`config.mk`:
```
export PLATFORM = sky130hd
export DESIGN_NAME = mpad_engine
export DESIGN_NICKNAME = d
export VERILOG_FILES = /design/src/mpad_pkg.sv /design/src/mpad_tile_seq.sv /design/src/mpad_tile_reader.sv /design/src/mpad_tile_writer.sv /design/src/mpad_engine.sv
export VERILOG_INCLUDE_DIRS = /design/src
export SDC_FILE = /design/constraint.sdc
export NUM_CORES = 2
export LEC_CHECK = 0
export BUFFER_PORTS_ARGS = -buffer_cell sky130_fd_sc_hd__buf_2
export CELL_PAD_IN_SITES_DETAIL_PLACEMENT = 2
export CELL_PAD_IN_SITES_GLOBAL_PLACEMENT = 2
export CORE_MARGIN = 3
export CORE_UTILIZATION = 46
export DETAILED_ROUTE_END_ITERATION = 10
export GPL_ROUTABILITY_DRIVEN = 0
export PLACE_DENSITY = 0.87
export SETUP_SLACK_MARGIN = 0.4
export SLEW_MARGIN = 15
export SYNTH_ARGS = -nofsm -noshare
export SYNTH_HDL_FRONTEND = slang
export SYNTH_SLANG_ARGS = --single-unit
export TNS_END_PERCENT = 100
```
`constraint.sdc`:
```
create_clock -name clk -period 18.3 [get_ports clk]
set_input_delay 3.66 -clock clk [delete_from_list [all_inputs] [get_ports clk]]
set_output_delay 3.66 -clock clk [all_outputs]
set_load 0.05 [all_outputs]
```
`src/mpad_defines.svh`:
```
// Widths and tile constants for the matrix padding DMA engine
// Included by the package and by every RTL file that needs a width

`ifndef MPAD_DEFINES_SVH
`define MPAD_DEFINES_SVH

// Byte address width on both AXI channels
`define MPAD_ADDR_W 32

// One matrix element
`define MPAD_DATA_W 32

// Matrix width and tile coordinates
`define MPAD_DIM_W 6

// Tile edge in words, also the read burst length
`define MPAD_TILE 4

`define MPAD_WORD_BYTES 4 // Byte stride per word
`define MPAD_LEN_W 4      // AXI arlen/awlen field

`endif

```
`src/mpad_pkg.sv`:
```
// Shared types of the matrix padding DMA engine
// Stage modules refer to these by scoped names

`include "mpad_defines.svh"

package mpad_pkg;

    typedef logic [`MPAD_ADDR_W-1:0] addr_t; // Byte address
    typedef logic [`MPAD_DATA_W-1:0] word_t; // One matrix element
    typedef logic [`MPAD_DIM_W-1:0]  dim_t;  // Width or tile coordinate

    // Row-major, word 0 is row 0 column 0
    typedef logic [`MPAD_TILE*`MPAD_TILE*`MPAD_DATA_W-1:0] tile_t;

    typedef enum logic [1:0] {SEQ_IDLE, SEQ_ISSUE, SEQ_DRAIN} seq_state_e;

    // Reader walks four AR/R bursts then hands the tile on
    typedef enum logic [1:0] {RD_IDLE, RD_ADDR, RD_DATA, RD_HAND} rd_state_e;

    typedef enum logic [1:0] {WR_IDLE, WR_ADDR, WR_DATA, WR_RESP} wr_state_e;

endpackage

```
`src/mpad_tile_seq.sv`:
```
// Tile sequencer: takes the start command and walks tiles in row-major order
// Emits one descriptor with edge flags per tile, then waits for the job end

`include "mpad_defines.svh"

module mpad_tile_seq (
    input  logic            clk,
    input  logic            rst_n,
    input  logic            start_i,
    input  mpad_pkg::dim_t  width_i,
    input  mpad_pkg::addr_t src_addr_i,
    input  mpad_pkg::addr_t dst_addr_i,
    output logic            done_o,
    output logic            desc_valid_o,
    input  logic            desc_ready_i,
    output mpad_pkg::dim_t  tile_x_o,
    output mpad_pkg::dim_t  tile_y_o,
    output logic            edge_top_o,
    output logic            edge_bottom_o,
    output logic            edge_left_o,
    output logic            edge_right_o,
    output logic            tile_last_o,
    output mpad_pkg::dim_t  mat_width_o,
    output mpad_pkg::addr_t src_base_o,
    output mpad_pkg::addr_t dst_base_o,
    input  logic            job_end_i
);
    mpad_pkg::seq_state_e state_q;
    mpad_pkg::dim_t       tile_x_q;
    mpad_pkg::dim_t       tile_y_q;
    mpad_pkg::dim_t       tiles_m1; // Last tile coordinate, W/4-1

    assign tiles_m1 = mpad_pkg::dim_t'(mat_width_o / `MPAD_TILE) - mpad_pkg::dim_t'(1);

    assign done_o        = (state_q == mpad_pkg::SEQ_IDLE);
    assign desc_valid_o  = (state_q == mpad_pkg::SEQ_ISSUE);
    assign tile_x_o      = tile_x_q;
    assign tile_y_o      = tile_y_q;
    assign edge_top_o    = (tile_y_q == '0);
    assign edge_bottom_o = (tile_y_q == tiles_m1);
    assign edge_left_o   = (tile_x_q == '0);
    assign edge_right_o  = (tile_x_q == tiles_m1);
    assign tile_last_o   = edge_bottom_o && edge_right_o;

    // Command copies, held for the whole job
    always_ff @(posedge clk) begin
        if (state_q == mpad_pkg::SEQ_IDLE && start_i) begin
            mat_width_o <= width_i;
            src_base_o  <= src_addr_i;
            dst_base_o  <= dst_addr_i;
        end
    end

    always_ff @(posedge clk) begin
        if (!rst_n) begin
            state_q  <= mpad_pkg::SEQ_IDLE;
            tile_x_q <= '0;
            tile_y_q <= '0;
        end else begin
            case (state_q)
                mpad_pkg::SEQ_IDLE: begin
                    if (start_i && width_i != '0) begin // Zero width is ignored
                        tile_x_q <= '0;
                        tile_y_q <= '0;
                        state_q  <= mpad_pkg::SEQ_ISSUE;
                    end
                end
                mpad_pkg::SEQ_ISSUE: begin
                    if (desc_ready_i) begin
                        if (tile_last_o) begin
                            state_q <= mpad_pkg::SEQ_DRAIN;
                        end else if (edge_right_o) begin // Wrap to next tile row
                            tile_x_q <= '0;
                            tile_y_q <= tile_y_q + mpad_pkg::dim_t'(1);
                        end else begin
                            tile_x_q <= tile_x_q + mpad_pkg::dim_t'(1);
                        end
                    end
                end
                default: begin
                    // Last tile still in the reader or writer
                    if (job_end_i) begin
                        state_q <= mpad_pkg::SEQ_IDLE;
                    end
                end
            endcase
        end
    end

endmodule

```
`src/mpad_tile_reader.sv`:
```
// Tile reader: fetches one 4x4 tile per descriptor as four AXI read bursts
// The gathered tile and its descriptor are offered to the writer

`include "mpad_defines.svh"

module mpad_tile_reader (
    input  logic            clk,
    input  logic            rst_n,
    input  logic            desc_valid_i,
    output logic            desc_ready_o,
    input  mpad_pkg::dim_t  tile_x_i,
    input  mpad_pkg::dim_t  tile_y_i,
    input  logic            edge_top_i,
    input  logic            edge_bottom_i,
    input  logic            edge_left_i,
    input  logic            edge_right_i,
    input  logic            tile_last_i,
    input  mpad_pkg::dim_t  mat_width_i,
    input  mpad_pkg::addr_t src_base_i,
    output mpad_pkg::addr_t araddr_o,
    output logic [`MPAD_LEN_W-1:0] arlen_o,
    output logic            arvalid_o,
    input  logic            arready_i,
    input  mpad_pkg::word_t rdata_i,
    input  logic            rlast_i,
    input  logic            rvalid_i,
    output logic            rready_o,
    output logic            tile_valid_o,
    input  logic            tile_ready_i,
    output mpad_pkg::tile_t tile_o,
    output mpad_pkg::dim_t  tile_x_o,
    output mpad_pkg::dim_t  tile_y_o,
    output logic            edge_top_o,
    output logic            edge_bottom_o,
    output logic            edge_left_o,
    output logic            edge_right_o,
    output logic            tile_last_o
);
    mpad_pkg::rd_state_e state_q;
    logic [1:0]          row_q;  // Tile row being fetched
    logic [1:0]          beat_q; // Word within the burst
    mpad_pkg::addr_t     src_row;
    mpad_pkg::addr_t     src_col;

    assign desc_ready_o = (state_q == mpad_pkg::RD_IDLE);
    assign arvalid_o    = (state_q == mpad_pkg::RD_ADDR);
    assign rready_o     = (state_q == mpad_pkg::RD_DATA);
    assign tile_valid_o = (state_q == mpad_pkg::RD_HAND);
    assign arlen_o      = `MPAD_LEN_W'(`MPAD_TILE - 1); // Always four beats

    // Row start in the source matrix
    assign src_row  = mpad_pkg::addr_t'(tile_y_o) * `MPAD_TILE + mpad_pkg::addr_t'(row_q);
    assign src_col  = mpad_pkg::addr_t'(tile_x_o) * `MPAD_TILE;
    assign araddr_o = src_base_i
                    + (src_row * mpad_pkg::addr_t'(mat_width_i) + src_col) * `MPAD_WORD_BYTES;

    // Descriptor copy and tile gather
    always_ff @(posedge clk) begin
        if (desc_valid_i && desc_ready_o) begin
            tile_x_o      <= tile_x_i;
            tile_y_o      <= tile_y_i;
            edge_top_o    <= edge_top_i;
            edge_bottom_o <= edge_bottom_i;
            edge_left_o   <= edge_left_i;
            edge_right_o  <= edge_right_i;
            tile_last_o   <= tile_last_i;
        end
        if (rvalid_i && rready_o) begin
            tile_o[{row_q, beat_q} * `MPAD_DATA_W +: `MPAD_DATA_W] <= rdata_i;
        end
    end

    always_ff @(posedge clk) begin
        if (!rst_n) begin
            state_q <= mpad_pkg::RD_IDLE;
            row_q   <= '0;
            beat_q  <= '0;
        end else begin
            case (state_q)
                mpad_pkg::RD_IDLE: begin
                    if (desc_valid_i) begin
                        row_q   <= '0;
                        state_q <= mpad_pkg::RD_ADDR;
                    end
                end
                mpad_pkg::RD_ADDR: begin
                    if (arready_i) begin
                        beat_q  <= '0;
                        state_q <= mpad_pkg::RD_DATA;
                    end
                end
                mpad_pkg::RD_DATA: begin
                    if (rvalid_i) begin
                        beat_q <= beat_q + 2'd1;
                        if (rlast_i) begin
                            row_q   <= row_q + 2'd1;
                            state_q <= (row_q == 2'd3) ? mpad_pkg::RD_HAND
                                                       : mpad_pkg::RD_ADDR;
                        end
                    end
                end
                default: begin
                    if (tile_ready_i) begin // Writer took its copy
                        state_q <= mpad_pkg::RD_IDLE;
                    end
                end
            endcase
        end
    end

endmodule

```
`src/mpad_tile_writer.sv`:
```
// Tile writer: holds one tile and writes its padded rows as AXI write bursts
// Edge tiles add a reflected pad row or column, one burst per output row

`include "mpad_defines.svh"

module mpad_tile_writer (
    input  logic            clk,
    input  logic            rst_n,
    input  logic            tile_valid_i,
    output logic            tile_ready_o,
    input  mpad_pkg::tile_t tile_i,
    input  mpad_pkg::dim_t  tile_x_i,
    input  mpad_pkg::dim_t  tile_y_i,
    input  logic            edge_top_i,
    input  logic            edge_bottom_i,
    input  logic            edge_left_i,
    input  logic            edge_right_i,
    input  logic            tile_last_i,
    input  mpad_pkg::dim_t  mat_width_i,
    input  mpad_pkg::addr_t dst_base_i,
    output mpad_pkg::addr_t awaddr_o,
    output logic [`MPAD_LEN_W-1:0] awlen_o,
    output logic            awvalid_o,
    input  logic            awready_i,
    output mpad_pkg::word_t wdata_o,
    output logic            wlast_o,
    output logic            wvalid_o,
    input  logic            wready_i,
    input  logic            bvalid_i,
    output logic            bready_o,
    output logic            job_end_o
);
    mpad_pkg::wr_state_e state_q;
    mpad_pkg::tile_t     tile_q;
    mpad_pkg::dim_t      tile_x_q;
    mpad_pkg::dim_t      tile_y_q;
    logic                top_q;
    logic                bottom_q;
    logic                left_q;
    logic                right_q;
    logic                last_q;
    logic [2:0]          row_q;    // Output row within the tile
    logic [2:0]          col_q;    // Beat within the row burst
    logic [2:0]          n_rows;
    logic [2:0]          n_cols;
    logic [1:0]          src_r;
    logic [1:0]          src_c;
    mpad_pkg::addr_t     pad_row;
    mpad_pkg::addr_t     pad_col;
    logic                last_row;

    // Output position to tile row or column, reflecting at the matrix edge
    function automatic logic [1:0] reflect(input logic [2:0] pos, input logic pad_lo);
        logic [2:0] rel;
        rel = pos - {2'b00, pad_lo};
        if (pad_lo && pos == 3'd0) begin
            return 2'd1; // Low pad mirrors row/col 1
        end
        if (rel == 3'd4) begin
            return 2'd2; // High pad mirrors row/col 2
        end
        return rel[1:0];
    endfunction

    assign n_rows   = 3'd4 + {2'b00, top_q} + {2'b00, bottom_q};
    assign n_cols   = 3'd4 + {2'b00, left_q} + {2'b00, right_q};
    assign last_row = (row_q == n_rows - 3'd1);

    assign src_r   = reflect(row_q, top_q);
    assign src_c   = reflect(col_q, left_q);
    assign wdata_o = tile_q[{src_r, src_c} * `MPAD_DATA_W +: `MPAD_DATA_W];

    // Segment start in the padded (W+2) square
    assign pad_row  = mpad_pkg::addr_t'(tile_y_q) * `MPAD_TILE + mpad_pkg::addr_t'(row_q)
                    + (top_q ? 0 : 1);
    assign pad_col  = mpad_pkg::addr_t'(tile_x_q) * `MPAD_TILE + (left_q ? 0 : 1);
    assign awaddr_o = dst_base_i + (pad_row * (mpad_pkg::addr_t'(mat_width_i) + 2) + pad_col)
                    * `MPAD_WORD_BYTES;
    assign awlen_o  = `MPAD_LEN_W'(n_cols - 3'd1);

    assign tile_ready_o = (state_q == mpad_pkg::WR_IDLE);
    assign awvalid_o    = (state_q == mpad_pkg::WR_ADDR);
    assign wvalid_o     = (state_q == mpad_pkg::WR_DATA);
    assign wlast_o      = wvalid_o && (col_q == n_cols - 3'd1);
    assign bready_o     = (state_q == mpad_pkg::WR_RESP);

    always_ff @(posedge clk) begin
        if (tile_valid_i && tile_ready_o) begin
            tile_q   <= tile_i;
            tile_x_q <= tile_x_i;
            tile_y_q <= tile_y_i;
            top_q    <= edge_top_i;
            bottom_q <= edge_bottom_i;
            left_q   <= edge_left_i;
            right_q  <= edge_right_i;
            last_q   <= tile_last_i;
        end
    end

    always_ff @(posedge clk) begin
        if (!rst_n) begin
            state_q   <= mpad_pkg::WR_IDLE;
            row_q     <= '0;
            col_q     <= '0;
            job_end_o <= 1'b0;
        end else begin
            job_end_o <= 1'b0;
            case (state_q)
                mpad_pkg::WR_IDLE: begin
                    if (tile_valid_i) begin
                        row_q   <= '0;
                        state_q <= mpad_pkg::WR_ADDR;
                    end
                end
                mpad_pkg::WR_ADDR: begin
                    if (awready_i) begin
                        col_q   <= '0;
                        state_q <= mpad_pkg::WR_DATA;
                    end
                end
                mpad_pkg::WR_DATA: begin
                    if (wready_i) begin
                        col_q <= col_q + 3'd1;
                        if (wlast_o) begin
                            state_q <= mpad_pkg::WR_RESP;
                        end
                    end
                end
                default: begin
                    if (bvalid_i) begin
                        row_q <= row_q + 3'd1;
                        if (last_row) begin
                            job_end_o <= last_q; // Final tile of the job
                            state_q   <= mpad_pkg::WR_IDLE;
                        end else begin
                            state_q <= mpad_pkg::WR_ADDR;
                        end
                    end
                end
            endcase
        end
    end

endmodule

```
`src/mpad_engine.sv`:
```
// Matrix padding DMA engine top level
// Chains sequencer, tile reader and tile writer, exposes the AXI master channels

`include "mpad_defines.svh"

module mpad_engine (
    input  logic            clk,
    input  logic            rst_n,
    input  logic            start_i,
    input  mpad_pkg::dim_t  width_i,
    input  mpad_pkg::addr_t src_addr_i,
    input  mpad_pkg::addr_t dst_addr_i,
    output logic            done_o,
    // AXI read
    output mpad_pkg::addr_t araddr_o,
    output logic [`MPAD_LEN_W-1:0] arlen_o,
    output logic            arvalid_o,
    input  logic            arready_i,
    input  mpad_pkg::word_t rdata_i,
    input  logic            rlast_i,
    input  logic            rvalid_i,
    output logic            rready_o,
    // AXI write
    output mpad_pkg::addr_t awaddr_o,
    output logic [`MPAD_LEN_W-1:0] awlen_o,
    output logic            awvalid_o,
    input  logic            awready_i,
    output mpad_pkg::word_t wdata_o,
    output logic            wlast_o,
    output logic            wvalid_o,
    input  logic            wready_i,
    input  logic            bvalid_i,
    output logic            bready_o
);
    // Job-wide command copies
    mpad_pkg::dim_t  mat_width;
    mpad_pkg::addr_t src_base;
    mpad_pkg::addr_t dst_base;

    // Sequencer to reader
    logic            desc_valid, desc_ready;
    mpad_pkg::dim_t  d_tile_x, d_tile_y;
    logic            d_top, d_bottom, d_left, d_right, d_last;

    // Reader to writer
    logic            tile_valid, tile_ready;
    mpad_pkg::tile_t tile;
    mpad_pkg::dim_t  t_tile_x, t_tile_y;
    logic            t_top, t_bottom, t_left, t_right, t_last;

    logic            job_end;

    mpad_tile_seq u_seq (
        .clk(clk), .rst_n(rst_n), .start_i(start_i), .width_i(width_i),
        .src_addr_i(src_addr_i), .dst_addr_i(dst_addr_i), .done_o(done_o),
        .desc_valid_o(desc_valid), .desc_ready_i(desc_ready),
        .tile_x_o(d_tile_x), .tile_y_o(d_tile_y),
        .edge_top_o(d_top), .edge_bottom_o(d_bottom),
        .edge_left_o(d_left), .edge_right_o(d_right), .tile_last_o(d_last),
        .mat_width_o(mat_width), .src_base_o(src_base), .dst_base_o(dst_base),
        .job_end_i(job_end)
    );

    mpad_tile_reader u_reader (
        .clk(clk), .rst_n(rst_n),
        .desc_valid_i(desc_valid), .desc_ready_o(desc_ready),
        .tile_x_i(d_tile_x), .tile_y_i(d_tile_y),
        .edge_top_i(d_top), .edge_bottom_i(d_bottom),
        .edge_left_i(d_left), .edge_right_i(d_right), .tile_last_i(d_last),
        .mat_width_i(mat_width), .src_base_i(src_base),
        .araddr_o(araddr_o), .arlen_o(arlen_o),
        .arvalid_o(arvalid_o), .arready_i(arready_i),
        .rdata_i(rdata_i), .rlast_i(rlast_i), .rvalid_i(rvalid_i), .rready_o(rready_o),
        .tile_valid_o(tile_valid), .tile_ready_i(tile_ready), .tile_o(tile),
        .tile_x_o(t_tile_x), .tile_y_o(t_tile_y),
        .edge_top_o(t_top), .edge_bottom_o(t_bottom),
        .edge_left_o(t_left), .edge_right_o(t_right), .tile_last_o(t_last)
    );

    mpad_tile_writer u_writer (
        .clk(clk), .rst_n(rst_n),
        .tile_valid_i(tile_valid), .tile_ready_o(tile_ready), .tile_i(tile),
        .tile_x_i(t_tile_x), .tile_y_i(t_tile_y),
        .edge_top_i(t_top), .edge_bottom_i(t_bottom),
        .edge_left_i(t_left), .edge_right_i(t_right), .tile_last_i(t_last),
        .mat_width_i(mat_width), .dst_base_i(dst_base),
        .awaddr_o(awaddr_o), .awlen_o(awlen_o),
        .awvalid_o(awvalid_o), .awready_i(awready_i),
        .wdata_o(wdata_o), .wlast_o(wlast_o), .wvalid_o(wvalid_o), .wready_i(wready_i),
        .bvalid_i(bvalid_i), .bready_o(bready_o), .job_end_o(job_end)
    );

endmodule

```
==> results.md <==
- # DRC: 0
- Reg-to-Reg Start: u_reader.beat_q[0]$_SDFFE_PN0P_
- Slowest stage delay, CP: ~0.63 ns
- HP Start: u_reader.tile_o[485]$_DFFE_PP_
- Final period util: 0.802
- Post-synth ARST share: 0
- Number of global-route vias before repair: 35.7k
- Slowest-stage cell, CP: xor2_1
- Main synth FF type: edfxtp_1
- Max Clock Freq: between 0.06 and 0.07 GHz
- GRT Overall Usage: 0.378
- Top delay family on crit path: adder cells
- Tmin final: approximately 15 ns
- Clock slew seen by the registers of the worst setup and hold paths: approximately 0.07 ns
- Wirelength, routed: about 220000 um
- Global-route wire length before repair: slightly below 300000 um
- Die width: ~340 um
- R2r setup slk: between 10 and 15 ns
- WP buf/inv: 5
- Top Ports: 222
- Vias per inst: ~6.7
- Internal Power: a little under 5 mW
- Worst-Margin Slew: 1.42 ns
- Crit Reg-Reg Endpoint: u_reader.tile_o[265]$_DFFE_PP_
- Yosys reg bits: 1157
- Final core utilization: 0.531
- Pwr per Cell Area: between 100 and 150 nW/um^2
- Clock buffer depth: 3
- CTS root buffer: clkbuf_16
- Hold_buf cts: 0
- First-pass DRT Iterations: 6
- Leak pwr: roughly 17 nW
- Vias: roughly 34k
- Sequential power share: 0.388
- Final hold vios: 0
- Crit. End Element: output pin
- WL/cell: 44.6 um
- Synth cell types: 77
- Setup TNS: 0 ns
- Number of synthesized flops with an enable pin: ~1.1k
- Setup bufs post-CTS: 0
- RSZ-0062 raised after global routing: no
- # setup viols final: 0
- Clock latency on the worst-skew pair: slightly below 0.8 ns
- Synth Area per Inst: approximately 15 um^2
- Hold Crit Class: flop to flop
- Pin count of the biggest net entering global routing: between 90 and 100
- Ys Warns: 0
- Cells after synthesis: roughly 3.3k
- CP Max Fanout: 9
- CTS tree: done
- Net Sw Frac: 0.347
- Nets: just under 4k
- Fillers: roughly 9.6k
- Seq/Total Area, Yosys: 0.689
- DIE AREA: ~110000 um^2
- Post-Syn Area: about 50000 um^2
- Slew headroom: 0.0415
- Routed Antenna Nets: 0
- Clock Power Share: 0.369
- Final setup skew: approximately 0.055 ns
- Worst EP required: 14.64 ns
- Total gr overflow: 0
- Port Buffer Count: 216
- Combinational power share: 0.243
- CTS buffer count: approximately 120
- Max Cap Viol: 0
- WS Path Type: flop to output pin
- Hold EP: u_writer.tile_q[485]$_DFFE_PP_
- Post_cts resized: 0
- Initial DRC Count: around 4.6k
- Core box area: between 100000 and 150000 um^2
- Arrival time at the worst endpoint: 11.02 ns
- Maximum vdd drop: ~0.12 mV
- Status: completed
- Final Max Slew Viols: 0
- Post-DP HPWL: ~130000 um
- Die height: ~340 um
- Leading cell types in the layout, fill and taps excluded: 1128 x edfxtp_1, 344 x nor2_1, 320 x and2_1, 226 x nand2_1, 216 x buf_2
- Startpoint Class: flop
- Worst hold path depth: 0
- TritonCTS Sinks: ~1.2k
- Starting Density: 0.465
- Area Growth Syn to Fin: 14.2%
- Initial antenna violation count: 27
- Commonest non-fill, non-tap cell in the layout: edfxtp_1
- Worst reg2reg path depth: 7
- H-tree levels: 3
- P_sw: approximately 2.6 mW
- Rows: between 100 and 150
- Layout cells sized above 1: 0.175
==> per-layer routing <==
metal	wire [um]	share of wire	global-route usage
met2	109000	0.49	0.654
met5	97	0.00043	0
met1	73700	0.33	0.426
met3	19200	0.085	0.0683
met4	22600	0.10	0.262
==> cells in the mapped netlist (15+ instances only) <==
cell type  instances  area, um^2
and3_1            19         119
nand2_1          228         856
nand3_1           25         125
fa_1              78        1560
edfxtp_1        1128       33900
buf_1             16        60.1
a211oi_1          39         293
xnor2_1           59         517
nand2b_1          17         106
nor3_1            15        75.1
a31oi_1           35         219
nor2_1           356        1340
clkbuf_1          85         319
ha_1             144        1800
xor2_1            43         377
buf_2             16        80.1
o21ai_0           44         220
a21oi_1           64         320
and2_1           326        2040
dfxtp_1           29         581
inv_1            150         563
mux4_2           128        2880
nor2b_1           21         131
buf_4             15         113
a21o_1            22         165
==> layout make-up <==
class / count / area [um^2] / area share
Inverter: 150 / 563 / 0.00986
Antenna cell: 15 / 37.5 / 0.000657
Clock buffer: 148 / 3270 / 0.0573
Timing Repair Buffer: 259 / 1440 / 0.0251
Tap cell: 1403 / 1760 / 0.0307
Sequential cell: 1157 / 34500 / 0.603
Multi-Input combinational cell: 1828 / 14700 / 0.257
Clock inverter: 80 / 927 / 0.0162
==> flip-flops by register name (all words and copies together), names as in the netlist, 32 cells and up <==
name	flops
u_seq.dst_base_o	32
u_reader.tile_o	512
u_writer.tile_q	512
u_seq.src_base_o	32
==> kinds of logic after synthesis <==
family / count (synthesis) / share of synthesized area
flip-flops: 1157 / 0.689
multiplexers: 138 / 0.0598
other: 2 / 0.000150
adder cells (fa/ha/maj): 223 / 0.0675
AND/OR/NAND/NOR: 1065 / 0.104
AO/OA/AOI/OAI: 284 / 0.0374
buffers and inverters: 282 / 0.0227
XOR/XNOR: 105 / 0.0191
==> through the flow <==
step	area, um^2	hold slack [ns]	worst slack, ns	total power [mW]	cells
3_3_place_gp	52900	0.400	6.32	4.55	4796
5_1_grt	57100	0.424	3.30	7.68	5033
4_1_cts	57100	0.409	4.24	7.41	5024
6_report	57100	0.409	3.62	7.52	5040
2_1_floorplan	50000	0.400	4.58	4.16	3267
3_5_place_dp	52900	0.405	5.42	4.67	4796
==> worst max-delay path by stage <==
stage | from | endpoint | cells past startpoint
after floorplan | u_writer.state_q[0]$_SDFFE_PN0P_ | u_reader.state_q[1]$_SDFFE_PN0P_ | 4
after global placement | u_writer.row_q[2]$_SDFFE_PN0P_ | awaddr_o[24] | 32
after detailed placement | u_writer.row_q[2]$_SDFFE_PN0P_ | awaddr_o[30] | 33
after CTS | u_writer.row_q[2]$_SDFFE_PN0P_ | awaddr_o[30] | 33
after global routing | u_writer.row_q[2]$_SDFFE_PN0P_ | awaddr_o[30] | 33
final | u_writer.row_q[2]$_SDFFE_PN0P_ | awaddr_o[30] | 33
==> power groups by stage <==
stage                     Sequential (mW)  Combinational [mW]  Clock [mW]
after floorplan                      2.96                1.19           0
after global placement               2.97                1.59           0
after detailed placement             2.97                1.70           0
after CTS                            2.92                1.77        2.72
after global routing                 2.92                1.90        2.87
final                                2.92                1.83        2.77
No activity file was read; power rests on OpenSTA's default activity.
